<file path="src/logic/obj_linebuf.sv">
/* Sprite line buffer
   Ping-pong 256x4 banks with one drawn while the other is shown and cleared */

`timescale 1ns/1ns
`default_nettype none

module obj_linebuf (
    input  wire        clk,
    input  wire        rst,
    input  wire        hinit,
    input  wire        pxl_cen,
    input  wire [8:0]  hdump,
    input  wire [7:0]  wr_addr,
    input  wire [3:0]  wr_data,
    input  wire        we,
    output logic [3:0] pxl
);

    logic [3:0] mem [2][256];
    logic       draw_bank;
    logic       show_bank;
    logic [7:0] rd_addr;

    // Columns wrap at 256 since hdump bit 8 is ignored
    assign rd_addr = hdump[7:0];

    // On the hinit clock the bank just drawn is already the one on show
    assign show_bank = hinit ? draw_bank : ~draw_bank;

    // Drawn bank becomes the shown bank at the next line start
    always_ff @(posedge clk or posedge rst) begin
        if (rst) begin
            draw_bank <= 1'b0;
        end else if (hinit) begin
            draw_bank <= ~draw_bank;
        end
    end

    always_ff @(posedge clk) begin
        if (we) begin
            mem[draw_bank][wr_addr] <= wr_data;
        end
        if (pxl_cen) begin
            pxl <= mem[show_bank][rd_addr];
            // Erase behind the beam so the bank starts empty when drawn again
            mem[show_bank][rd_addr] <= 4'd0;
        end
    end

endmodule

`default_nettype wire

</file>
<file path="config.mk">
export PLATFORM = sky130hd
export DESIGN_NAME = obj_linebuf
export DESIGN_NICKNAME = d
export VERILOG_FILES = /design/src/logic/obj_linebuf.sv
export SDC_FILE = /design/constraint.sdc
export NUM_CORES = 2
export LEC_CHECK = 0
export BUFFER_PORTS_ARGS = -buffer_cell sky130_fd_sc_hd__buf_2
export CAP_MARGIN = 20
export CORE_MARGIN = 1
export CORE_UTILIZATION = 53
export DETAILED_ROUTE_END_ITERATION = 12
export PLACE_DENSITY_LB_ADDON = 0.15
export SYNTH_ARGS = -nofsm -noshare
export SYNTH_HDL_FRONTEND = slang
export SYNTH_SLANG_ARGS = --single-unit
</file>
<file path="constraint.sdc">
create_clock -name clk -period 4.2 [get_ports clk]
set_input_delay 0.42 -clock clk [delete_from_list [all_inputs] [get_ports clk]]
set_output_delay 0.42 -clock clk [all_outputs]
set_load 0.05 [all_outputs]
</file>
# == After elaboration in Yosys (flattened, before gate mapping) ==
# Memory sizes are Yosys's and may differ from the RTL's.
# Cells that the tools add are included.
# classes
bitwise_logic,3
reduce_logical,2
order_cmp,4
n_mux,12
# ops
op,n
$mux W1024,2
$demux W4 S8,2
$bmux W4 S8,1
$ge A9 B9 Y1 const B,2
$lt A9 B1 Y1 const B,2
$not A8 Y9,2
$mux W4,4
$mux W1,3
$logic_and A1 B1 Y1,2
$not A1 Y1,1
# totals
input_bits,26
ff_bits,5
output_inout_bits,4
ram_bits,2048
mem_count,1
wordCells,24
# mem_list
name,words,width,read_ports,rd_clocked_by_memory_dff,write_ports,line_no,text
mem,2,1024,1,0,2,19,logic [3:0] mem [2][256];

# == Longest topological paths before layout ==
# depth
ltp_word,6
depth_mapped,14
depth_no_buf,9

# == Worst setup path before layout ==
# Ideal clock, no wire load.
# synth_path
path_kind,register to register
start,register draw_bank
end,"register pxl[0], data pin"
period_less_slack_ps,3020
required_ps,3928
arrival_ps,2748
slack_ps,1180
n_path_buf,4
setup_ps,272
path_stages_with_launch,13
path_cell_list,dfrtp_1 buf_2 xnor2_2 clkbuf_1 buf_2 buf_1 mux2i_1 o22ai_1 nor4_1 nor4_1 a22oi_1 a21oi_1 or4_1
# synth_via
elab_chain_cells,6
# synth_rtl
item,line_no,text
"start, declared",20,logic draw_bank;
"start signal, assigned",35,draw_bank <= ~draw_bank;
$not A1 Y1,28,assign show_bank = hinit ? draw_bank : ~draw_bank;
$mux W1 *,28,
$mem_v2 Z2 W1024 *,-,
$bmux W4 S8 *,44,pxl <= mem[show_bank][rd_addr];
$mux W4 (not written as such) * (2 in series),44,
"end signal, assigned",44,
"end, declared",16,output logic [3:0] pxl
# Every way passes the cells marked *; elsewhere a longest branch is shown, timed or not. The select of a mux whose other input is x is not followed.
# A chain may end at the register's enable or synchronous reset.

# == Worst setup path in the final report ==
# Ends and elaborated chain as after synthesis.

==> results.sh <==
export IMPL_dieArea_um2=179000
export IMPL_setup_slack_ns=0.118
export IMPL_maxCapViolations=0
export IMPL_reg2reg_depth=11
export IMPL_grt_overflow=0
export IMPL_ios=30
export IMPL_clockBufferDepth=3
export IMPL_htree_num_levels=4
export IMPL_fillers=15900
export IMPL_fin_skew_ns=0.0498
export IMPL_fin_nets=12600
export IMPL_crit_fanout=60
export IMPL_design_area_um2=105000
export IMPL_antenna_found_initial=12
export IMPL_placed_area_um2=97400
export IMPL_cts_root_buf="clkbuf_16"
export IMPL_holdPathStages=3
export IMPL_leakagePower_uw=0.0340
export IMPL_power_total_uw=49800
export IMPL_clkSinkCount=2053
export IMPL_cts_tree="yes"
export IMPL_synth_top_area_share_pct=43.6
export IMPL_async_flop_share_pct=0.0487
export IMPL_met3_wirelength_um=32200
export IMPL_multi_input_area_um2=49000
export IMPL_syn_inst=13100
export IMPL_clk_latency_ns=0.86
export IMPL_syn_nets=13100
export IMPL_vias=95000
export IMPL_ys_warnings_count=0
export IMPL_fin_crit_ns=4.08
export IMPL_place_gp_congestion=0.945
export IMPL_top_layer_used="met5"
export IMPL_synth_edf_count=4
export IMPL_cp_arrival_ns=4.68
export IMPL_fin_crit_sh_pct=97.2
export IMPL_antenna_left=0
export IMPL_synth_seq_area_share_pct=43.7
export IMPL_wl_per_cell_um=22.0
export IMPL_rsz0062_at_grt="false"
export IMPL_hold_viol=0
export IMPL_p_per_area_nw_per_um2=476
export IMPL_rows=154
export IMPL_dp_cells=14700
export IMPL_rrSetupSlack_ns=0.12
export IMPL_drive_gt1_share_pct=6.34
export IMPL_dpl_hpwl_um=206000
export IMPL_yosysTopAreaCell="dfxtp_1"
export IMPL_worstSetupStartpointType="flip-flop"
export IMPL_port_buffer_count=28
export IMPL_tns_ns=0
export IMPL_netlist_area_um2=94100
export IMPL_start_util_pct=53.4
export IMPL_timing_fmax_mhz=245
export IMPL_die_width_um=423
export IMPL_finalMaxSlewViolations=0
export IMPL_worstSetupPathType="reg2reg"
export IMPL_endpoint_kind="flip-flop"
export IMPL_avgSynthCellArea_um2=7.17
export IMPL_ir_drop_v=0.000459
export IMPL_drtIter0Drc=11600
export IMPL_yosysMostFrequentCell="nand2_1"
export IMPL_violations="design-rule violations"
export IMPL_holdCritPathClass="in2reg"
export IMPL_synth_common_cells="nand2_1 (3466), a21oi_1 (2436), dfxtp_1 (2048)"
export IMPL_place_ws_ns=0.0562
export IMPL_status="finished, violations left"
export IMPL_syn2layout_area_growth_pct=11.2
export IMPL_core_region_area_um2=176000
export IMPL_drc=4
export IMPL_netlist_cell_type_count=30
export IMPL_vias_per_cell=6.30
export IMPL_clk_pin_slew_ns=0.06
export IMPL_fin_cells=15100
export IMPL_grt_first_pass_wirelength_um=506000
export IMPL_met2_wirelength_um=149000
export IMPL_wl_met1_um=131000
export IMPL_synthFlopType="dfxtp_1"
export IMPL_worst_pin_slew_ns=1.11
export IMPL_synthTopCellsByArea="dfxtp_1 (44%), nand2_1 (14%), a21oi_1 (13%), nand3_1 (10%), mux2i_1 (6.9%)"
export IMPL_yosys_register_bits=2053
export IMPL_slew_headroom_pct=25.1
export IMPL_crit_required_ns=4.80
export IMPL_finalSetupViolations=0
export IMPL_grt_usage_pct=35.5
export IMPL_dr_pass1_iters=11
export IMPL_grt_max_degree=141
export IMPL_wl_um=332000
export IMPL_die_h_um=423
export IMPL_grt_pass1_vias=88400
export IMPL_area_sequential_um2=41100
export IMPL_cts_made_buffers=214
routing by layer:
layer / vias up / global-route usage (%)
li1: 44200 / -
met1: 44900 / 45.5
met2: 4962 / 57.1
met3: 995 / 5.55
met4: 2 / 19.6
met5: - / 0
worst paths after layout:
check,start,endpoint
max,draw_bank$_DFFE_PP0P_,pxl[0]$_DFFE_PP_
max reg2reg,draw_bank$_DFFE_PP0P_,pxl[0]$_DFFE_PP_
min in group asynchronous,rst,draw_bank$_DFFE_PP0P_
max in group asynchronous,rst,draw_bank$_DFFE_PP0P_
min,wr_data[2],mem[1][122]$_SDFFE_PP0P_
min reg2reg,mem[1][928]$_SDFFE_PP0P_,mem[1][928]$_SDFFE_PP0P_
worst max-delay path, stage by stage, from the launching register on:
cell and delay, ns:
dfrtp_1 0.44, xnor2_4 0.29, buf_12 0.25, buf_12 0.33
mux2i_1 0.30, o22ai_1 0.12, nor4_1 0.49, nor4_1 0.23
a22oi_1 0.51, buf_4 0.25, a21oi_1 0.07, or4_1 0.48
final cells by class:
cell class | count | area share (%)
Multi-Input combinational cell | 9905 | 46.8
Sequential cell | 2053 | 39.3
Clock buffer | 326 | 6.22
Timing Repair Buffer | 379 | 4.12
Tap cell | 2340 | 2.80
Clock inverter | 71 | 0.683
Antenna cell | 12 | 0.0287
Inverter | 3 | 0.0179
state kept, by name (all words and copies together), names as in the netlist:
register	cells
pxl	4
draw_bank	1
mem	2048
per-stage QoR:
stage / hold slack (ns) / utilization (%)
finish: 0.0959 / 59.4
global route: 0.108 / 59.4
CTS: 0.0906 / 59.3
detailed placement: 0.324 / 55.2
global placement: 0.329 / 55.2
floorplan: 0.149 / -
logic make-up after synthesis:
group | after synthesis | synth area share [%]
buf+inv | 1162 | 4.71
simple gates | 6536 | 29.8
xor+xnor | 1 | 0.0173
mux | 648 | 6.89
compound gates | 2720 | 14.9
flops | 2053 | 43.7
report_power, final:
part	internal, uW	leakage [uW]	total, uW	switching, uW
logic	3000	0.0138	9320	6320
registers	20500	0.0166	21000	541
clock network	11300	0.00361	19500	8180
layout by cell type (no fill, tap or decap), types with 3 or more instances in the layout:
cell | Yosys | layout
a21oi_1 | 2436 | 2436
a22oi_1 | 24 | 23
a41oi_1 | 4 | 4
and2_1 | 12 | 5
and2_4 | 0 | 7
and3_4 | 0 | 9
buf_12 | 0 | 119
buf_2 | 57 | 24
buf_4 | 0 | 228
buf_8 | 0 | 5
bufinv_16 | 0 | 11
clkbuf_1 | 1032 | 45
clkbuf_16 | 0 | 220
clkbuf_8 | 0 | 61
clkinv_2 | 0 | 48
dfxtp_1 | 2048 | 2048
diode_2 | 0 | 12
edfxtp_1 | 4 | 4
inv_6 | 0 | 6
mux2i_1 | 648 | 648
nand2_1 | 3466 | 3464
nand2b_1 | 12 | 8
nand2b_4 | 0 | 4
nand3_1 | 1950 | 1934
nand3_2 | 0 | 13
nand3_4 | 0 | 3
nand3b_1 | 3 | 3
nand4_1 | 3 | 3
nor2_1 | 665 | 636
nor2_4 | 0 | 28
nor2b_1 | 12 | 10
nor3_1 | 72 | 71
nor4_1 | 320 | 320
o22ai_1 | 256 | 256
or4_1 | 4 | 4
what timing repair did:
item,CTS,global route
endpoints found under the setup margin,0,1
setup buffers,0,0
resized for setup,0,1
hold buffers,2,0
hold endpoints to repair,1,0
No activity file was read; power rests on OpenSTA's default activity.
