===== src/logic/obj_defs.svh =====
/* Object engine sizes
   Table, sprite, ROM and scan limits shared by RTL and testbench */

`ifndef OBJ_DEFS_SVH
`define OBJ_DEFS_SVH

// Sprite entries walked on every line
`define OBJ_COUNT 16

// Sprites are square, width equals height
`define OBJ_SIZE 16

// CPU side address of one object table
`define OBJ_TABLE_AW 10

// Graphics ROM word address
`define OBJ_ROM_AW 14

// First byte of the row scroll area
`define OBJ_SCROLL_BASE 64

`endif


===== src/logic/obj_pkg.sv =====
/* Object engine types
   Table byte views, draw request and graphics ROM request */

`default_nettype none

`include "obj_defs.svh"

package obj_pkg;

    // One table byte, seen as sprite attribute or as row scroll low byte
    typedef union packed {
        struct packed {
            logic       vflip;
            logic       hflip;
            logic       code8;
            logic       spare;
            logic [3:0] pal;
        } attr;
        struct packed {
            logic [6:0] hpos_lo;
            logic       spare;
        } scroll;
    } obj_table_word_u;

    // Everything the drawer needs for one sprite line
    typedef struct packed {
        logic [8:0] code;
        logic [7:0] xpos;
        logic [3:0] pal;
        logic       hflip;
        logic       vflip;
        logic [3:0] ysub;
    } obj_draw_req_t;

    // cs stays up until the ROM answers with ok
    typedef struct packed {
        logic [`OBJ_ROM_AW-1:0] addr;
        logic                   cs;
    } obj_rom_req_t;

endpackage

`default_nettype wire


===== src/logic/obj_scan.sv =====
/* Object table scanner
   Fetches row scroll, then tests each entry against the next line */

`timescale 1ns/1ns
`default_nettype none

`include "obj_defs.svh"

module obj_scan
    import obj_pkg::*;
(
    input  wire           clk,
    input  wire           rst,
    input  wire           hinit,
    input  wire [8:0]     vdump,
    output logic [6:0]    scan_addr,
    input  wire [7:0]     scan_dout,
    output logic [7:0]    hpos,
    output logic          scr_we,
    output logic          draw,
    output obj_draw_req_t req,
    input  wire           busy
);

    localparam int IW = $clog2(`OBJ_COUNT);
    localparam logic [6:0] SCROLL_BASE = 7'(`OBJ_SCROLL_BASE);

    typedef enum logic [2:0] {
        SC_IDLE,
        SC_SCR0,
        SC_SCR1,
        SC_SCR2,
        SC_ATTR,
        SC_Y,
        SC_CODE,
        SC_X
    } scan_state_e;

    scan_state_e     st;
    logic [IW-1:0]   idx;
    logic [7:0]      line_v;
    logic [7:0]      zone_d;
    logic [6:0]      scroll_row;
    logic [6:0]      scroll_lo;
    logic            inzone;
    logic            stall;
    obj_table_word_u tw;

    assign tw = scan_dout;

    // Two scroll bytes per group of 8 lines
    assign scroll_row = SCROLL_BASE + {1'b0, line_v[7:3], 1'b0};

    // Distance from sprite top to the line being prepared
    assign zone_d = line_v + 8'd1 - scan_dout;

    // Only a sprite that will be drawn has to wait for the drawer
    assign stall = inzone && busy;

    // Address is presented one state ahead of the byte it returns
    always_comb begin
        case (st)
            SC_SCR0: scan_addr = scroll_row;
            SC_SCR1: scan_addr = scroll_row | 7'd1;
            SC_ATTR: scan_addr = 7'({idx, 2'd1});
            SC_Y:    scan_addr = 7'({idx, 2'd2});
            SC_CODE: scan_addr = 7'({idx, 2'd3});
            // Hold x while waiting, else start on the next entry
            SC_X:    scan_addr = stall ? 7'({idx, 2'd3}) : 7'({idx - 1'b1, 2'd0});
            default: scan_addr = 7'({idx, 2'd0});
        endcase
    end

    // Sequencing; hinit restarts from any state
    always_ff @(posedge clk or posedge rst) begin
        if (rst) begin
            st     <= SC_IDLE;
            idx    <= '0;
            draw   <= 1'b0;
            scr_we <= 1'b0;
        end else begin
            draw   <= 1'b0;
            scr_we <= 1'b0;
            if (hinit) begin
                st  <= SC_SCR0;
                idx <= IW'(`OBJ_COUNT - 1);
            end else begin
                case (st)
                    SC_SCR0: st <= SC_SCR1;
                    SC_SCR1: st <= SC_SCR2;
                    SC_SCR2: begin
                        // Third edge after the one that samples hinit
                        scr_we <= 1'b1;
                        st     <= SC_ATTR;
                    end
                    SC_ATTR: st <= SC_Y;
                    SC_Y:    st <= SC_CODE;
                    SC_CODE: st <= SC_X;
                    SC_X: begin
                        if (!stall) begin
                            draw <= inzone;
                            idx  <= idx - 1'b1;
                            st   <= (idx == '0) ? SC_IDLE : SC_ATTR;
                        end
                    end
                    default: st <= SC_IDLE;
                endcase
            end
        end
    end

    // Captured table fields
    always_ff @(posedge clk) begin
        if (hinit) begin
            line_v <= vdump[7:0];
        end
        case (st)
            SC_SCR1: scroll_lo <= tw.scroll.hpos_lo;
            SC_SCR2: hpos <= {scan_dout[0], scroll_lo};
            SC_ATTR: begin
                req.vflip   <= tw.attr.vflip;
                req.hflip   <= tw.attr.hflip;
                req.pal     <= tw.attr.pal;
                req.code[8] <= tw.attr.code8;
            end
            SC_Y: begin
                inzone <= zone_d < 8'(`OBJ_SIZE);
                // 15-d under vflip
                req.ysub <= req.vflip ? ~zone_d[3:0] : zone_d[3:0];
            end
            SC_CODE: req.code[7:0] <= scan_dout;
            SC_X: begin
                if (!stall) begin
                    req.xpos <= scan_dout;
                end
            end
            default: ;
        endcase
    end

endmodule

`default_nettype wire


===== config.mk =====
export PLATFORM = sky130hd
export DESIGN_NAME = obj_scan
export DESIGN_NICKNAME = d
export VERILOG_FILES = /design/src/logic/obj_pkg.sv /design/src/logic/obj_scan.sv
export VERILOG_INCLUDE_DIRS = /design/src /design/src/logic
export SDC_FILE = /design/constraint.sdc
export NUM_CORES = 1
export LEC_CHECK = 0
export BUFFER_PORTS_ARGS = -buffer_cell sky130_fd_sc_hd__clkbuf_2
export CAP_MARGIN = 15
export CORE_AREA = 5 5 82 84
export CTS_CLUSTER_SIZE = 30
export DETAILED_ROUTE_END_ITERATION = 12
export DIE_AREA = 0 0 87 89
export PLACE_DENSITY = 0.76
export SLEW_MARGIN = 30
export SYNTH_ARGS = -nofsm -noshare
export SYNTH_HDL_FRONTEND = slang
export SYNTH_SLANG_ARGS = --single-unit

===== constraint.sdc =====
create_clock -name clk -period 6.44 [get_ports clk]
set_input_delay 1.61 -clock clk [delete_from_list [all_inputs] [get_ports clk]]
set_output_delay 1.61 -clock clk [all_outputs]
set_load 0.03 [all_outputs]

## Word-level counts from Yosys, hierarchy flattened

Cells that the tools add are included.

- $add $sub $neg: 4
- Multiply operators: 0
- Div/mod/pow operators: 0
- Order comparisons: 1
- Equality and inequality tests: 9
- Shift-type cells: 0
- Muxes and demuxes: 15
- Bitwise logic cells: 2
- Reduce and logical (&&, ||, !) cells: 5

Operators by type and width:

| kind | count |
|---|---|
| 7-bit one-hot mux with 6 select lines | 1 |
| 3-bit one-hot mux with 7 select lines | 1 |
| 4-bit 2-to-1 mux | 4 |
| 3-bit equality test, second input constant | 4 |
| 3-bit 2-to-1 mux | 3 |
| 8-bit by 1-bit adder with 8-bit output, second input constant | 1 |
| 8-bit by 5-bit < comparator with 1-bit output, second input constant | 1 |
| 8-bit subtractor | 1 |
| 7-bit by 6-bit adder with 7-bit output, first input constant | 1 |
| 3-bit by 2-bit equality test with 1-bit output, second input constant | 2 |
| 6-bit 2-to-1 mux | 1 |
| 1-bit 2-to-1 mux | 5 |
| 4-bit logical NOT | 1 |
| 4-bit NOT | 1 |
| 2-bit AND reduction | 2 |
| 4-bit by 1-bit subtractor with 4-bit output, second input constant | 1 |
| 3-bit by 1-bit equality test with 1-bit output, second input constant | 1 |
| 3-bit inequality test, second input constant | 1 |
| 2-bit inequality test, second input constant | 1 |
| 2-bit nonzero test | 1 |
| 1-bit logical AND | 1 |
| 1-bit NOT | 1 |

- Flip-flop bits (word level): 60
- Latch bits: 0
- Memory bits (writable): 0
- Memory bits (read-only): 0
- Input port bits: 21
- Output and inout bits: 44
- Logic and storage cells: 51
- Memories kept: 0

## Depth between registers and ports, before layout

- Word-level depth: 5
- Mapped depth: 9
- Depth with buffers taken out: 9

## Worst setup path before layout

Ideal clock, no wire load.

- Kind: in2out
- Start: input busy
- End: output scan_addr[5]
- Arrival: 2329 ps
- Data required time: 4830 ps
- Path slack: 2501 ps
- Stages: 4
- Path through: nand2_1 > nand3_2 > o211ai_1 > a221o_1

- Word-level cells in the longest chain between the ends: 3

Ends and longest elaborated chain:

| item | RTL line | text |
|---|---|---|
| start: declaration | obj_scan.sv:22 | `input wire busy` |
| 1-bit logical AND | obj_scan.sv:58 | `assign stall = inzone && busy;` |
| 6-bit 2-to-1 mux | obj_scan.sv:69 | `SC_X: scan_addr = stall ? 7'({idx, 2'd3}) : 7'({idx - 1'b1, 2'd0});` |
| 7-bit one-hot mux with 6 select lines | obj_scan.sv:62 | `case (st)` |
| end: declaration | obj_scan.sv:16 | `output logic [6:0] scan_addr,` |

Every way passes these cells.

## Worst setup path in the final report

Ends and elaborated chain as after synthesis.

==> metrics list <==
- Once the clock tree was built, the setup fixing pass inserted 0 buffers.
* Max-capacitance violation count: 0
- Count of inserted antenna diode cells: 0
- Maximum clock path buffer count: 2
- Endpoint required time on the critical path: 4.83 ns
- Static timing analysis puts the maximum clock frequency at 239 MHz.
* Number of buffers inserted by hold repair at cts: 0
* Synthesis Warnings: 0
- IR analysis of the VDD net gives a maximum drop of ~170 uV.
- Count of nets after finishing: between 200 and 300
- Measured against its own limit, the worst slew margin works out to 0.464.
- Gates resized during post-CTS repair numbered 0.
* Library cell used as clock root buffer: sky130_fd_sc_hd__clkbuf_8
- The congestion estimate from routability-driven global placement came to 0.826.
* Detailed-route via count: 1654
- Of all flip-flops after synthesis, the portion carrying an async set or reset was 0.150.
* Power per cell area: 336 mW/mm^2
* Arrival time of data at the critical path endpoint: 2.58 ns
* Flops & latches, synth: 60
* Share of Yosys cell area claimed by the top area cell type: 0.588
- H-tree depth reported by CTS: 3
- Cells taking the most area after synthesis: sky130_fd_sc_hd__edfxtp_1 59%, sky130_fd_sc_hd__dfrtp_1 8.7%, sky130_fd_sc_hd__ha_1 8.7%
* DR WL/cell: 15.7 um
* Fraction of final layout cells with drive strength greater than 1: 0.331
- Top-Level Pins: 65
- Clock Sinks: 60
* Area added between synthesis and finish: 25.2%
* Leakage Power: 1.42 nW
- Total core area: 0.00585 sq mm
- Hold crit path type: reg -> reg
- The first TritonRoute pass finished after 4 iterations.
- The die covers 0.00774 sq mm.
- The initial utilization of the core area, before any placement, comes to 0.445.
- Post-Synthesis Net Count: 214
- Entering global routing, the biggest net connects 18 pins.
- Final worst-path cycle share: 0.650
- Clock latency at the later pin of the worst-skew pair: 0.32 ns
- Number of global-route vias before repair: 1711
- The number of antenna violations at the first check in global routing came to 0.
- HPWL Detailed: 3.82 mm
- Area post-placement: 0.00300 sq mm
- # rows: 28
- Post-Route Skew: 0.00645 ns
- The synthesized netlist contains 39 unique library cells.
* Startpoint type of the worst setup path: primary input
- STA classifies the critical path endpoint as an output pin.
- The number of placed instances, taps included, is 310.
* Run status: finished clean
- From bottom edge to top edge, the die measures 89 um.
* Die width: 87 um
- After layout, the design draws a total of 0.00109 W.
- Total global routing track utilization: 0.142
* Non-Filler Cell Area, Final: 0.00326 sq mm
- Sequential element share of the synthesized area: 0.675
- Post-layout minimum cycle time: 4.19 ns
- Synth Flop Type: sky130_fd_sc_hd__edfxtp_1
- Clock tree synthesis inserted a total of 9 buffers.
- The filler cells instantiated in the layout total about 470.
* Global-route wire length before repair: 8.18 mm
* Number of endpoints failing setup at the final stage: 0
* Actual transition at the worst max-transition pin: 0.802 ns
* Initial detailed-routing violation count: a little over 70
- CP Class: in -> out
- Routed via count divided by cell count: 5.07
* Netlist Area Pre-Place: 0.00260 sq mm
- Count of non-filler cells in the finished layout: 326
* Final Hold Violating Endpoints: 0
- Post-Syn Instances: 174
- Number of pins exceeding their max-slew limit in the final report: 0
- Setup repair after global routing left no endpoint under its margin.
* TritonCTS clock tree: yes
- Total wire length after detailed routing: 5.11 mm
- The biggest area contributor in the post-synthesis netlist is sky130_fd_sc_hd__edfxtp_1.
- After detailed routing, the number of remaining DRC violations is 0.
- Total negative slack: 0 ns
- After synthesis, the mean cell area works out to 15.0 sq um.
* Number of routed nets with antenna violations: 0
* Overflow left after global routing: 0
- Input and output buffers added on the ports amount to between 60 and 70.
* Clock input transition at the sequential cells of the worst setup and hold paths: 0.06 ns
* EDFF count, synth: between 50 and 60
- Largest fanout on the critical path: 7
## final timing paths
check,from,end,slack (ns),cells past startpoint
setup / recovery,busy,scan_addr[5],2.25,6
hold / removal,scroll_lo[2]$_DFFE_PN_,hpos[2]$_DFFE_PN_,0.42,0
setup reg to reg,line_v[1]$_DFFE_PP_,inzone$_DFFE_PN_,4.19,9
hold reg to reg,scroll_lo[2]$_DFFE_PN_,hpos[2]$_DFFE_PN_,0.42,0
max in group asynchronous,rst,draw$_DFF_PP0_,4.95,2
min in group asynchronous,rst,idx[0]$_DFFE_PP0P_,1.22,2
## per-stage QoR
stage | utilization | hold slack (ns) | worst slack [ns]
CTS | 0.557 | 0.424 | 2.25
global route | 0.557 | 0.438 | 2.15
finish | 0.557 | 0.424 | 2.25
global placement | 0.512 | 0.401 | 2.26
detailed placement | 0.512 | 0.405 | 2.26
floorplan | - | 0.400 | 2.50
## final cells by class
cell class              count  area (sq um)  area share
clock buffers               9           124      0.0380
clock inverters             7           138      0.0422
repair buffers             63           315      0.0968
well taps                  75          93.8      0.0288
multi-input cells          94           763       0.234
inverters                  18          67.6      0.0207
flip-flops and latches     60          1760       0.539
## cell families after synthesis
kind of cell | count (synthesis) | share of synthesized area
AOI/OAI and AO/OA | 22 | 0.0726
xor gates and xnor gates | 8 | 0.0269
adders and majority gates | 19 | 0.0942
buffers and inverters | 20 | 0.0317
DFF | 60 | 0.675
and+or+nand+nor | 45 | 0.0995
## critical path, stage by stage
cell,delay (ns)
sky130_fd_sc_hd__clkbuf_2,0.10
sky130_fd_sc_hd__nand2_1,0.12
sky130_fd_sc_hd__nand3_2,0.15
sky130_fd_sc_hd__o211ai_1,0.23
sky130_fd_sc_hd__a221o_1,0.17
sky130_fd_sc_hd__clkbuf_2,0.20
## state kept, by name, summed over array words and instances, names as in the netlist
signal / flops
inzone: 1
req: 27
hpos: 8
idx: 4
scr_we: 1
scroll_lo: 7
st: 3
draw: 1
line_v: 8
## power breakdown
| group | total, W | internal (W) | leakage, nW | switching (W) |
|---|---|---|---|---|
| Clock | 0.000441 | 0.000296 | 0.131 | 0.000146 |
| Combinational | 0.000189 | 0.0000646 | 0.724 | 0.000124 |
| Sequential | 0.000464 | 0.000451 | 0.569 | 0.0000133 |
## metal layers
metal | vias to the layer above | GRT usage | part of all wire | wire length, um
li1 | 789 | - | - | -
met1 | 806 | 0.162 | 0.42 | 2170
met2 | 52 | 0.248 | 0.50 | 2560
met3 | 7 | 0.0359 | 0.063 | 320
met4 | 0 | 0.0708 | 0.012 | 62
met5 | - | 0 | 0 | 0
## synth_stat cells, drive strengths merged (4+ instances only)
| cell | number |
|---|---|
| a221o | 4 |
| o21ai | 4 |
| ha | 18 |
| nor2 | 12 |
| xor2 | 5 |
| edfxtp | 51 |
| nand4 | 4 |
| nand2 | 9 |
| dfrtp | 9 |
| inv | 18 |
## placed cells by master (no fill, tap or decap), types with 2 or more instances in the layout
master                      count
sky130_fd_sc_hd__ha_1          18
sky130_fd_sc_hd__inv_1         18
sky130_fd_sc_hd__a21oi_1        2
sky130_fd_sc_hd__nand2_1        8
sky130_fd_sc_hd__bufinv_16      4
sky130_fd_sc_hd__dfrtp_1        9
sky130_fd_sc_hd__clkbuf_2      63
sky130_fd_sc_hd__nor2b_1        3
sky130_fd_sc_hd__xor2_1         5
sky130_fd_sc_hd__nand4_1        3
sky130_fd_sc_hd__o211ai_1       2
sky130_fd_sc_hd__and2_1         2
sky130_fd_sc_hd__edfxtp_1      51
sky130_fd_sc_hd__xnor2_1        3
sky130_fd_sc_hd__nor2_1        12
sky130_fd_sc_hd__a221o_1        4
sky130_fd_sc_hd__o21ai_0        3
sky130_fd_sc_hd__o21a_1         2
sky130_fd_sc_hd__clkbuf_8       9
sky130_fd_sc_hd__nor3_1         3
sky130_fd_sc_hd__or3b_1         3
sky130_fd_sc_hd__nand3_1        2
No activity file was read; power rests on OpenSTA's default activity.
