===== src/logic/obj_defs.svh =====
/* Object engine sizes
   Table, sprite, ROM and scan limits shared by RTL and testbench */

`ifndef OBJ_DEFS_SVH
`define OBJ_DEFS_SVH

// Sprite entries walked on every line
`define OBJ_COUNT 16

// Sprites are square, width equals height
`define OBJ_SIZE 16

// CPU side address of one object table
`define OBJ_TABLE_AW 10

// Graphics ROM word address
`define OBJ_ROM_AW 14

// First byte of the row scroll area
`define OBJ_SCROLL_BASE 64

`endif


===== src/logic/obj_pkg.sv =====
/* Object engine types
   Table byte views, draw request and graphics ROM request */

`default_nettype none

`include "obj_defs.svh"

package obj_pkg;

    // One table byte, seen as sprite attribute or as row scroll low byte
    typedef union packed {
        struct packed {
            logic       vflip;
            logic       hflip;
            logic       code8;
            logic       spare;
            logic [3:0] pal;
        } attr;
        struct packed {
            logic [6:0] hpos_lo;
            logic       spare;
        } scroll;
    } obj_table_word_u;

    // Everything the drawer needs for one sprite line
    typedef struct packed {
        logic [8:0] code;
        logic [7:0] xpos;
        logic [3:0] pal;
        logic       hflip;
        logic       vflip;
        logic [3:0] ysub;
    } obj_draw_req_t;

    // cs stays up until the ROM answers with ok
    typedef struct packed {
        logic [`OBJ_ROM_AW-1:0] addr;
        logic                   cs;
    } obj_rom_req_t;

endpackage

`default_nettype wire


===== src/logic/obj_draw.sv =====
/* Sprite line drawer
   Two ROM words per sprite line, palette lookup, line buffer writes */

`timescale 1ns/1ns
`default_nettype none

`include "obj_defs.svh"

module obj_draw
    import obj_pkg::*;
(
    input  wire           clk,
    input  wire           rst,
    input  wire           draw,
    input  obj_draw_req_t req,
    output logic          busy,
    output obj_rom_req_t  rom,
    input  wire [31:0]    rom_data,
    input  wire           rom_ok,
    input  wire [7:0]     prog_addr,
    input  wire [3:0]     prog_data,
    input  wire           prog_en,
    output logic [7:0]    lb_addr,
    output logic [3:0]    lb_data,
    output logic          lb_we
);

    typedef enum logic [1:0] {
        DR_IDLE,
        DR_FETCH,
        DR_SHIFT
    } draw_state_e;

    draw_state_e            st;
    obj_draw_req_t          cur;
    logic [`OBJ_ROM_AW-1:0] rom_addr;
    logic                   rom_cs;
    logic                   half;
    logic [2:0]             nib_cnt;
    logic [31:0]            pix_sr;
    logic [3:0]             nib;
    logic [3:0]             col;
    logic                   start;
    logic                   take;
    logic                   last_nib;

    // Palette PROM with 16 colors for each of 16 palettes
    logic [3:0] prom [256];

    assign rom = '{addr: rom_addr, cs: rom_cs};

    // Lowest nibble is the leftmost pixel of the word
    assign nib      = pix_sr[3:0];
    assign col      = {half, nib_cnt};
    assign start    = (st == DR_IDLE) && draw;
    assign take     = (st == DR_FETCH) && rom_ok;
    assign last_nib = (st == DR_SHIFT) && (nib_cnt == 3'd7);

    always_ff @(posedge clk or posedge rst) begin
        if (rst) begin
            st      <= DR_IDLE;
            busy    <= 1'b0;
            rom_cs  <= 1'b0;
            half    <= 1'b0;
            nib_cnt <= '0;
            lb_we   <= 1'b0;
        end else begin
            lb_we <= 1'b0;
            case (st)
                DR_IDLE: begin
                    if (draw) begin
                        busy   <= 1'b1;
                        rom_cs <= 1'b1;
                        half   <= 1'b0;
                        st     <= DR_FETCH;
                    end
                end
                DR_FETCH: begin
                    // Wait out the ROM latency
                    if (rom_ok) begin
                        rom_cs  <= 1'b0;
                        nib_cnt <= '0;
                        st      <= DR_SHIFT;
                    end
                end
                DR_SHIFT: begin
                    // Color 0 is transparent
                    lb_we   <= nib != 4'd0;
                    nib_cnt <= nib_cnt + 1'b1;
                    if (last_nib) begin
                        if (half) begin
                            busy <= 1'b0;
                            st   <= DR_IDLE;
                        end else begin
                            half   <= 1'b1;
                            rom_cs <= 1'b1;
                            st     <= DR_FETCH;
                        end
                    end
                end
                default: st <= DR_IDLE;
            endcase
        end
    end

    always_ff @(posedge clk) begin
        if (start) begin
            cur      <= req;
            rom_addr <= {req.code, req.ysub, 1'b0};
        end
        // Right half once the left one is out
        if (last_nib && !half) begin
            rom_addr <= {cur.code, cur.ysub, 1'b1};
        end
        if (take) begin
            pix_sr <= rom_data;
        end else if (st == DR_SHIFT) begin
            pix_sr <= pix_sr >> 4;
        end
        if (st == DR_SHIFT) begin
            // hflip mirrors column i to 15-i
            lb_addr <= cur.xpos + {4'd0, col ^ {4{cur.hflip}}};
            lb_data <= prom[{cur.pal, nib}];
        end
    end

    always_ff @(posedge clk) begin
        if (prog_en) begin
            prom[prog_addr] <= prog_data;
        end
    end

endmodule

`default_nettype wire


===== config.mk =====
export PLATFORM = sky130hd
export DESIGN_NAME = obj_draw
export DESIGN_NICKNAME = d
export VERILOG_FILES = /design/src/logic/obj_pkg.sv /design/src/logic/obj_draw.sv
export VERILOG_INCLUDE_DIRS = /design/src /design/src/logic
export SDC_FILE = /design/constraint.sdc
export NUM_CORES = 1
export LEC_CHECK = 0
export BUFFER_PORTS_ARGS = -buffer_cell sky130_fd_sc_hd__buf_2
export CAP_MARGIN = 25
export CORE_AREA = 4 4 312 314
export CTS_CLUSTER_DIAMETER = 100
export DETAILED_ROUTE_END_ITERATION = 10
export DIE_AREA = 0 0 316 318
export PLACE_DENSITY = 0.71
export SYNTH_ARGS = -nofsm -noshare
export SYNTH_HDL_FRONTEND = slang
export SYNTH_SLANG_ARGS = --single-unit

===== constraint.sdc =====
create_clock -name clk -period 3.5 [get_ports clk]
set_input_delay 0.525 -clock clk [delete_from_list [all_inputs] [get_ports clk]]
set_output_delay 0.525 -clock clk [all_outputs]
set_load 0.02 [all_outputs]

Yosys cells after proc, flatten, opt, wreduce, memory -nomap -nowiden

Memories as Yosys holds them, arrays and structs flattened. A register that Yosys moved wholly into a read port is not among the register bits.
Cells that the tools add are included.
Widths: inputs -> output; s select.

Mux-type cells: 25
Reductions and logical operators: 17
Bitwise gates (word level): 1
Eq/ne operators: 8
Add/sub/neg operators: 2

Operators by type and width:

| cell                | count |
|---|---|
| $mux 32             | 2 |
| $mux 14             | 2 |
| $mux 1              | 12 |
| $ne 2x2->1 const B  | 5 |
| $add 8x4->8         | 1 |
| $reduce_bool 2->1   | 4 |
| $mux 2              | 3 |
| $pmux 2 s3          | 1 |
| $pmux 3 s2          | 1 |
| $reduce_and 3->1    | 2 |
| $reduce_and 5->1    | 1 |
| $logic_and 1x1->1   | 4 |
| $pmux 1 s2          | 2 |
| $reduce_and 4->1    | 1 |
| $reduce_bool 4->1   | 1 |
| $xor 4x4->4         | 1 |
| $add 3x1->3 const B | 1 |
| $eq 3x3->1 const B  | 1 |
| $mux 3              | 1 |
| $pmux 1 s3          | 1 |
| $reduce_bool 3->1   | 1 |
| $eq 2x1->1 const B  | 1 |
| $eq 2x2->1 const B  | 1 |
| $logic_not 2->1     | 1 |
| 2 further kinds     | 2 |

Memories kept: 1
Bits in writable memories: 1,024
Output and inout port bits: 29
Bits of input ports: 76
Flip-flop bits (word level): 89
Word-level logic and storage cells: 69

Memory list:

| name | words | width | rd ports | clocked after memory_dff | wr ports | RTL line       | source |
|---|---|---|---|---|---|---|---|
| prom | 256   | 4     | 1        | 1                        | 1        | obj_draw.sv:48 | `logic [3:0] prom [256];` |

Longest topological paths before layout

Gate-level depths: netlist of the first run.

Depth after elaboration: 4
Mapped depth: 10
Mapped depth without buffers: 7

Worst setup path after synthesis of the first run

OpenSTA, ideal clock, no wires.

Path kind: register to register
From: register pix_sr[0]
To: register lb_data[2] (read register of prom) (data pin)
Library setup time: 0.272 ns
Data arrival time: 2.274 ns
Stages on the path, launching flop included: 9
Path buffers: 3
Path slack: 0.954 ns
Clock period less this slack: 2.546 ns
Data required time: 3.228 ns
Cells stage by stage: edfxtp_1 buf_4 buf_4 buf_2 mux4_2 a22oi_1 o21ai_0 a222oi_1 o32ai_1

RTL lines:

| what                     | RTL line        | source |
|---|---|---|
| start: declaration       | obj_draw.sv:40  | `logic [31:0] pix_sr;` |
| start signal: assignment | obj_draw.sv:116 | `pix_sr <= rom_data;` |
| start signal: assignment | obj_draw.sv:118 | `pix_sr <= pix_sr >> 4;` |
| end: declaration         | obj_draw.sv:24  | `output logic [3:0] lb_data,` |

==> impl_metrics.yaml, run 1 <==
timing:
  worst_pin_slew_ns: 0.943
  slew_viol_final: 0
  tns_ns: 0
  fmaxAchievable_ghz: 0.310
  skew_ns: 0.0373
  rsz0062_at_grt: "no"
  finalSetupViolCount: 0
  hold_violations: 0
  period_share: 0.921
  min_period_ns: 3.22
  maxSlewHeadroom: 0.369
die:
  fp.dieH_um: 318
  start_util: 0.467
  ios: 105
  die_x_um: 316
  dieArea_mm2: 0.100
  coreArea_mm2: 0.0946
  rows: 113
layout:
  finalNonFillerCells: 3807
  layout-drive-gt1-share: 0.261
  final_cell_mix: "1107 x edfxtp_1, 290 x nor2_1, 248 x mux4_2"
  utilization: 0.532
  syn_to_final_growth_pct: 13.9
  fin_nets: 2537
  final_common_cell: "edfxtp_1"
detailed_routing:
  drtIter0Drc: 2960
  routed_wl_um: 108000
  avgRoutedWirePerCell_um: 28.4
  vias: 23300
  ant_nets: 0
  drc: 0
  via_per_inst: 6.11
  drt-pass1-iter-count: 5
yosys:
  syn_avg_cell_area_um2: 19.5
  netlist_instances: 2264
  synth-edff-count: 1107
  synth-main-ff-cell: "edfxtp_1"
  syn_nets: 2347
  synth.distinct_cells: 56
  synth_async_sr_flop_share: 0.00806
  yosysWarnings: 0
  synth.cell_area_mm2: 0.0442
  yosysSeqAreaShare: 0.758
  yosys_register_bits: 1117
cts:
  cts_max_path_buffers: 3
  cts_tree: "done"
  htree_num_levels: 3
  cts-resized-gates: 0
  path_clk_slew_ns: 0.06
  cts_root_buffer: "clkbuf_16"
  clock-sinks: 1117
  cts_setup_buffers: 0
  clk_latency_ns: 0.69
  numCtsBuffers: 105
  ctsHoldBuffers: 2
critical_path:
  cpMaxStageDelayCell: "mux4_2"
  path_max_fanout: 24
  cp.required_ns: 3.95
  crit_path_start_kind: "flip-flop"
  cp_common_cell: "buf_4"
  crit_path_cell_trace: "buf_12 -> buf_4 -> buf_4 -> mux4_2 -> mux2_2 -> a21oi_1 -> o21ai_0 -> a31o_1"
  arrival_ns: 3.67
  cp-end-kind: "flip-flop"
  worstSetupPathType: "reg -> reg"
  critical-path-max-stage-delay_ns: 0.55
pwr:
  powerDensity_mw_per_mm2: 713
  total_leakage_power_nw: 16.0
  max-vdd-ir-drop_mv: 0.459
placement:
  io_buffers: 103
  gp_congestion: 0.911
  numPlacedInstances: 3609
  place.detailed.hpwl_um: 69000
global_route:
  grt_pass1_vias: 23700
  grt_max_degree: 107
  grt_pass1_wl_um: 160000
  grt-ovfl-total: 0
  antenna_found_initial: 2
  track_usage: 0.216
run_status:
  status: "finished, final reports clean"
job:
  drv_cap: 0
worst_hold_path:
  min_path_type: "in -> reg"
[cells in the mapped netlist, drive strengths merged, types with 2 or more instances]
cell | count | area [um^2]
xnor2 | 4 | 35.0
clkinv | 2 | 7.51
xor2 | 6 | 52.6
nand2 | 56 | 210
nor2 | 291 | 1090
mux2i | 58 | 581
edfxtp | 1107 | 33200
a221oi | 11 | 96.3
buf | 67 | 370
or2 | 4 | 25.0
a31o | 3 | 26.3
and2 | 7 | 43.8
a22o | 18 | 158
a31oi | 5 | 31.3
nand2b | 11 | 68.8
a22oi | 55 | 413
a211oi | 3 | 22.5
nor2b | 18 | 113
nand3 | 48 | 240
a21o | 3 | 22.5
o211ai | 5 | 37.5
a222oi | 2 | 20.0
ha | 6 | 75.1
clkbuf | 73 | 274
a21oi | 17 | 85.1
a221o | 4 | 40.0
a32o | 3 | 30.0
nor3b | 4 | 30.0
inv | 11 | 41.3
a311oi | 2 | 17.5
o221ai | 5 | 43.8
o22ai | 8 | 50.1
dfrtp | 9 | 225
o32ai | 3 | 26.3
mux2 | 36 | 405
and3b | 3 | 26.3
o21ai | 23 | 115
nand4 | 12 | 75.1
mux4 | 248 | 5590
[worst paths after layout]
path,to,start,cells past startpoint,slack (ns)
max,lb_data[1],pix_sr[0],8,0.28
min,cur[11],req[11],1,0.04
max reg2reg,lb_data[1],pix_sr[0],8,0.28
min reg2reg,rom_addr[0],rom_addr[0],1,0.47
max in group asynchronous,nib_cnt[2],rst,3,2.86
min in group asynchronous,st[0],rst,3,0.38
[metal layers]
layer	vias up	GRT usage	wire length (um)
li1	9583	-	-
met1	12100	0.293	40400
met2	1309	0.342	52600
met3	229	0.0493	11100
met4	0	0.0844	4190
met5	-	0	0
[final cells by class]
type                    instances  area [um^2]
fillers                      7112        44300
well taps                    1265         1580
multi-input cells             994        10000
clock inverters                58          597
clock buffers                 135         2800
flip-flops and latches       1117        33500
inverters                      13         48.8
diodes                          2         5.00
repair buffers                223         1790
[state kept, by name, indices dropped and copies added, names as in the netlist]
name	flops
lb_data	4
rom_addr	14
rom_cs	1
cur	26
half	1
prom	1024
pix_sr	32
lb_we	1
nib_cnt	3
busy	1
st	2
lb_addr	8
[report_power, final]
part | internal [mW] | switching [mW] | leakage [nW]
sequential | 15.3 | 0.224 | 10.1
clock | 6.41 | 4.85 | 1.67
combinational | 4.03 | 5.07 | 4.23
total | 25.7 | 10.1 | 16.0
[stage by stage]
step | instance area (um^2) | setup WS, ns | power (mW) | hold slack (ns)
floorplan | 44200 | 0.954 | 21.5 | 0.353
global route | 50300 | 0.0810 | 37.1 | 0.0166
finish | 50300 | 0.278 | 35.9 | 0.0386
detailed placement | 46900 | 0.239 | 24.8 | 0.452
global placement | 46900 | 0.272 | 24.7 | 0.434
CTS | 50300 | 0.241 | 36.0 | 0.000223
[cells by family (layout without fill, tap and decap cells)]
family / after synthesis / in the layout / share of synthesized area
flip-flops: 1117 / 1117 / 0.758
buffers and inverters: 153 / 429 / 0.0157
adder cells (fa/ha/maj): 7 / 7 / 0.00215
multiplexers: 342 / 342 / 0.149
XOR/XNOR: 10 / 10 / 0.00198
other: 0 / 2 / 0
AND/OR/NAND/NOR: 459 / 459 / 0.0443
AO/OA/AOI/OAI: 176 / 176 / 0.0292
[worst max-delay path: cells and delay by family, from the launching register on]
| family | cells | cell delay, ns |
|---|---|---|
| DFF | 1 | 0.37 |
| AOI/OAI and AO/OA | 3 | 0.75 |
| buffers and inverters | 3 | 1.03 |
| muxes | 2 | 0.84 |
Note: power is estimated with default switching activity, not from simulation.
==> run 2, diff against run 1 <==
==> constraint.sdc (replaced) <==
create_clock -name clk -period 3.5 [get_ports clk]
set_input_delay 0.35 -clock clk [delete_from_list [all_inputs] [get_ports clk]]
set_output_delay 0.35 -clock clk [all_outputs]
set_load 0.02 [all_outputs]
==> run 2 against run 1 <==
Compared with the run above:
- combinational power grew 2%
- cell count rose by 1.8%
- total power is 1.6% higher
- largest cell class unchanged
- highest routed layer is now met5
==> impl_metrics.yaml, run 2 (same netlist as run 1, synthesis figures left out) <==
run_status:
  status: "finished, final reports clean"
global_route:
  grt_use_met2: 0.342
  globalRouteMet1Util: 0.307
  grt_pass1_vias: 23800
  met3_usage: 0.0494
  grt_max_degree: 126
  antenna_found_initial: 7
  grt-ovfl-total: 0
  track_usage: 0.219
  grt_pass1_wl_um: 162000
  busiest_layer: "met2"
layout:
  top_regs: "prom: 1024 flops, pix_sr: 32 flops, cur: 26 flops"
  syn_to_final_growth_pct: 15.5
  utilization: 0.540
  finalNonFillerCells: 3874
  final_cell_mix: "1107 x edfxtp_1, 290 x nor2_1, 248 x mux4_2"
  layout-drive-gt1-share: 0.258
  top_register: "prom"
  final_common_cell: "edfxtp_1"
  largest_reg_flops: 1024
  fillerInstances: 7069
  fin_nets: 2599
worst_hold_path:
  min_from: "rom_data[31]"
  min_path_type: "in -> reg"
  hold_depth: 3
  holdPathEnd: "pix_sr[31]"
detailed_routing:
  avgRoutedWirePerCell_um: 28.2
  routed_wl_um: 109000
  drc: 0
  drtIter0Drc: 3197
  ant_nets: 0
  via_per_inst: 6.06
  vias: 23500
  drt-pass1-iter-count: 6
timing:
  tns_ns: 0
  slew_viol_final: 0
  worst_pin_slew_ns: 1.11
  skew_ns: 0.0285
  hold_violations: 0
  fmaxAchievable_ghz: 0.315
  finalSetupViolCount: 0
  maxSlewHeadroom: 0.255
  fin_ws_ns: 0.325
  min_period_ns: 3.17
  rsz0062_at_grt: "no"
  period_share: 0.907
critical_path:
  r2r_slack_ns: 0.33
  cp-end-kind: "flip-flop"
  cp.required_ns: 4.05
  rr_worst_depth: 8
  path_max_fanout: 12
  r2r-start: "pix_sr[3]"
  crit_path_start_kind: "flip-flop"
  arrival_ns: 3.73
  worstSetupPathType: "reg -> reg"
  worstReg2RegEnd: "lb_data[0]"
cts:
  clk_latency_ns: 0.68
  htree_num_levels: 3
  path_clk_slew_ns: 0.06
  numCtsBuffers: 106
  clock-sinks: 1117
  cts-resized-gates: 0
  cts_max_path_buffers: 3
  cts_root_buffer: "clkbuf_16"
  ctsHoldBuffers: 59
  cts_tree: "done"
  cts_setup_buffers: 0
pwr:
  total_leakage_power_nw: 16.3
  max-vdd-ir-drop_mv: 0.450
  p_total_mw: 36.4
  powerDensity_mw_per_mm2: 714
die:
  start_util: 0.467
  coreArea_mm2: 0.0946
  dieArea_mm2: 0.100
  fp.dieH_um: 318
  die_x_um: 316
  ios: 105
  rows: 113
job:
  drv_cap: 0
placement:
  numPlacedInstances: 3613
  gp_congestion: 0.891
  place.detailed.hpwl_um: 69100
  pre_cts_ws_ns: 0.387
  io_buffers: 103
[run 2: layout make-up]
cell class                      count  area [um^2]  share of cell area
Antenna cell                        4         10.0            0.000196
Clock buffer                      136         2810              0.0550
Clock inverter                     61          751              0.0147
Timing Repair Buffer              284         2350              0.0460
Tap cell                         1265         1580              0.0310
Sequential cell                  1117        33500               0.656
Inverter                           13         48.8            0.000956
Multi-Input combinational cell    994        10000               0.196
[run 2: worst max-delay path, stage by stage, from the launching register on]
cell and delay (ns):
edfxtp_1 0.65, buf_4 0.31, nor3b_1 0.90, a221oi_1 0.22, o21ai_0 0.27, nand2_1 0.11
a311oi_1 0.34, buf_4 0.18, a31o_2 0.09
[run 2: per-layer routing]
metal  routed length (um)  vias to the layer above  share of wire
met3                11500                      241           0.11
met4                 3920                        4          0.036
li1                     -                     9713              -
met5                   27                        -        0.00025
met2                52600                     1312           0.48
met1                41400                    12200           0.38
[run 2: through the flow]
step,hold slack [ns],cell area (um^2)
after floorplan,0.178,44200
after global placement,0.318,46900
after detailed placement,0.327,46900
after CTS,0.00260,51000
after global routing,0.0345,51000
final,0.0380,51000
[run 2: worst max-delay path by stage]
stage	start	endpoint
2_1_floorplan	pix_sr[0]	lb_data[2]
3_3_place_gp	pix_sr[0]	lb_data[2]
3_5_place_dp	pix_sr[0]	lb_data[2]
4_1_cts	pix_sr[0]	lb_data[2]
5_1_grt	pix_sr[0]	lb_data[2]
6_report	pix_sr[3]	lb_data[0]
[run 2: report_power, final]
group	leakage [nW]	internal (mW)	switching [mW]	total [mW]
combinational	4.47	4.11	5.15	9.25
sequential	10.1	15.3	0.200	15.5
clock	1.71	6.80	4.90	11.7
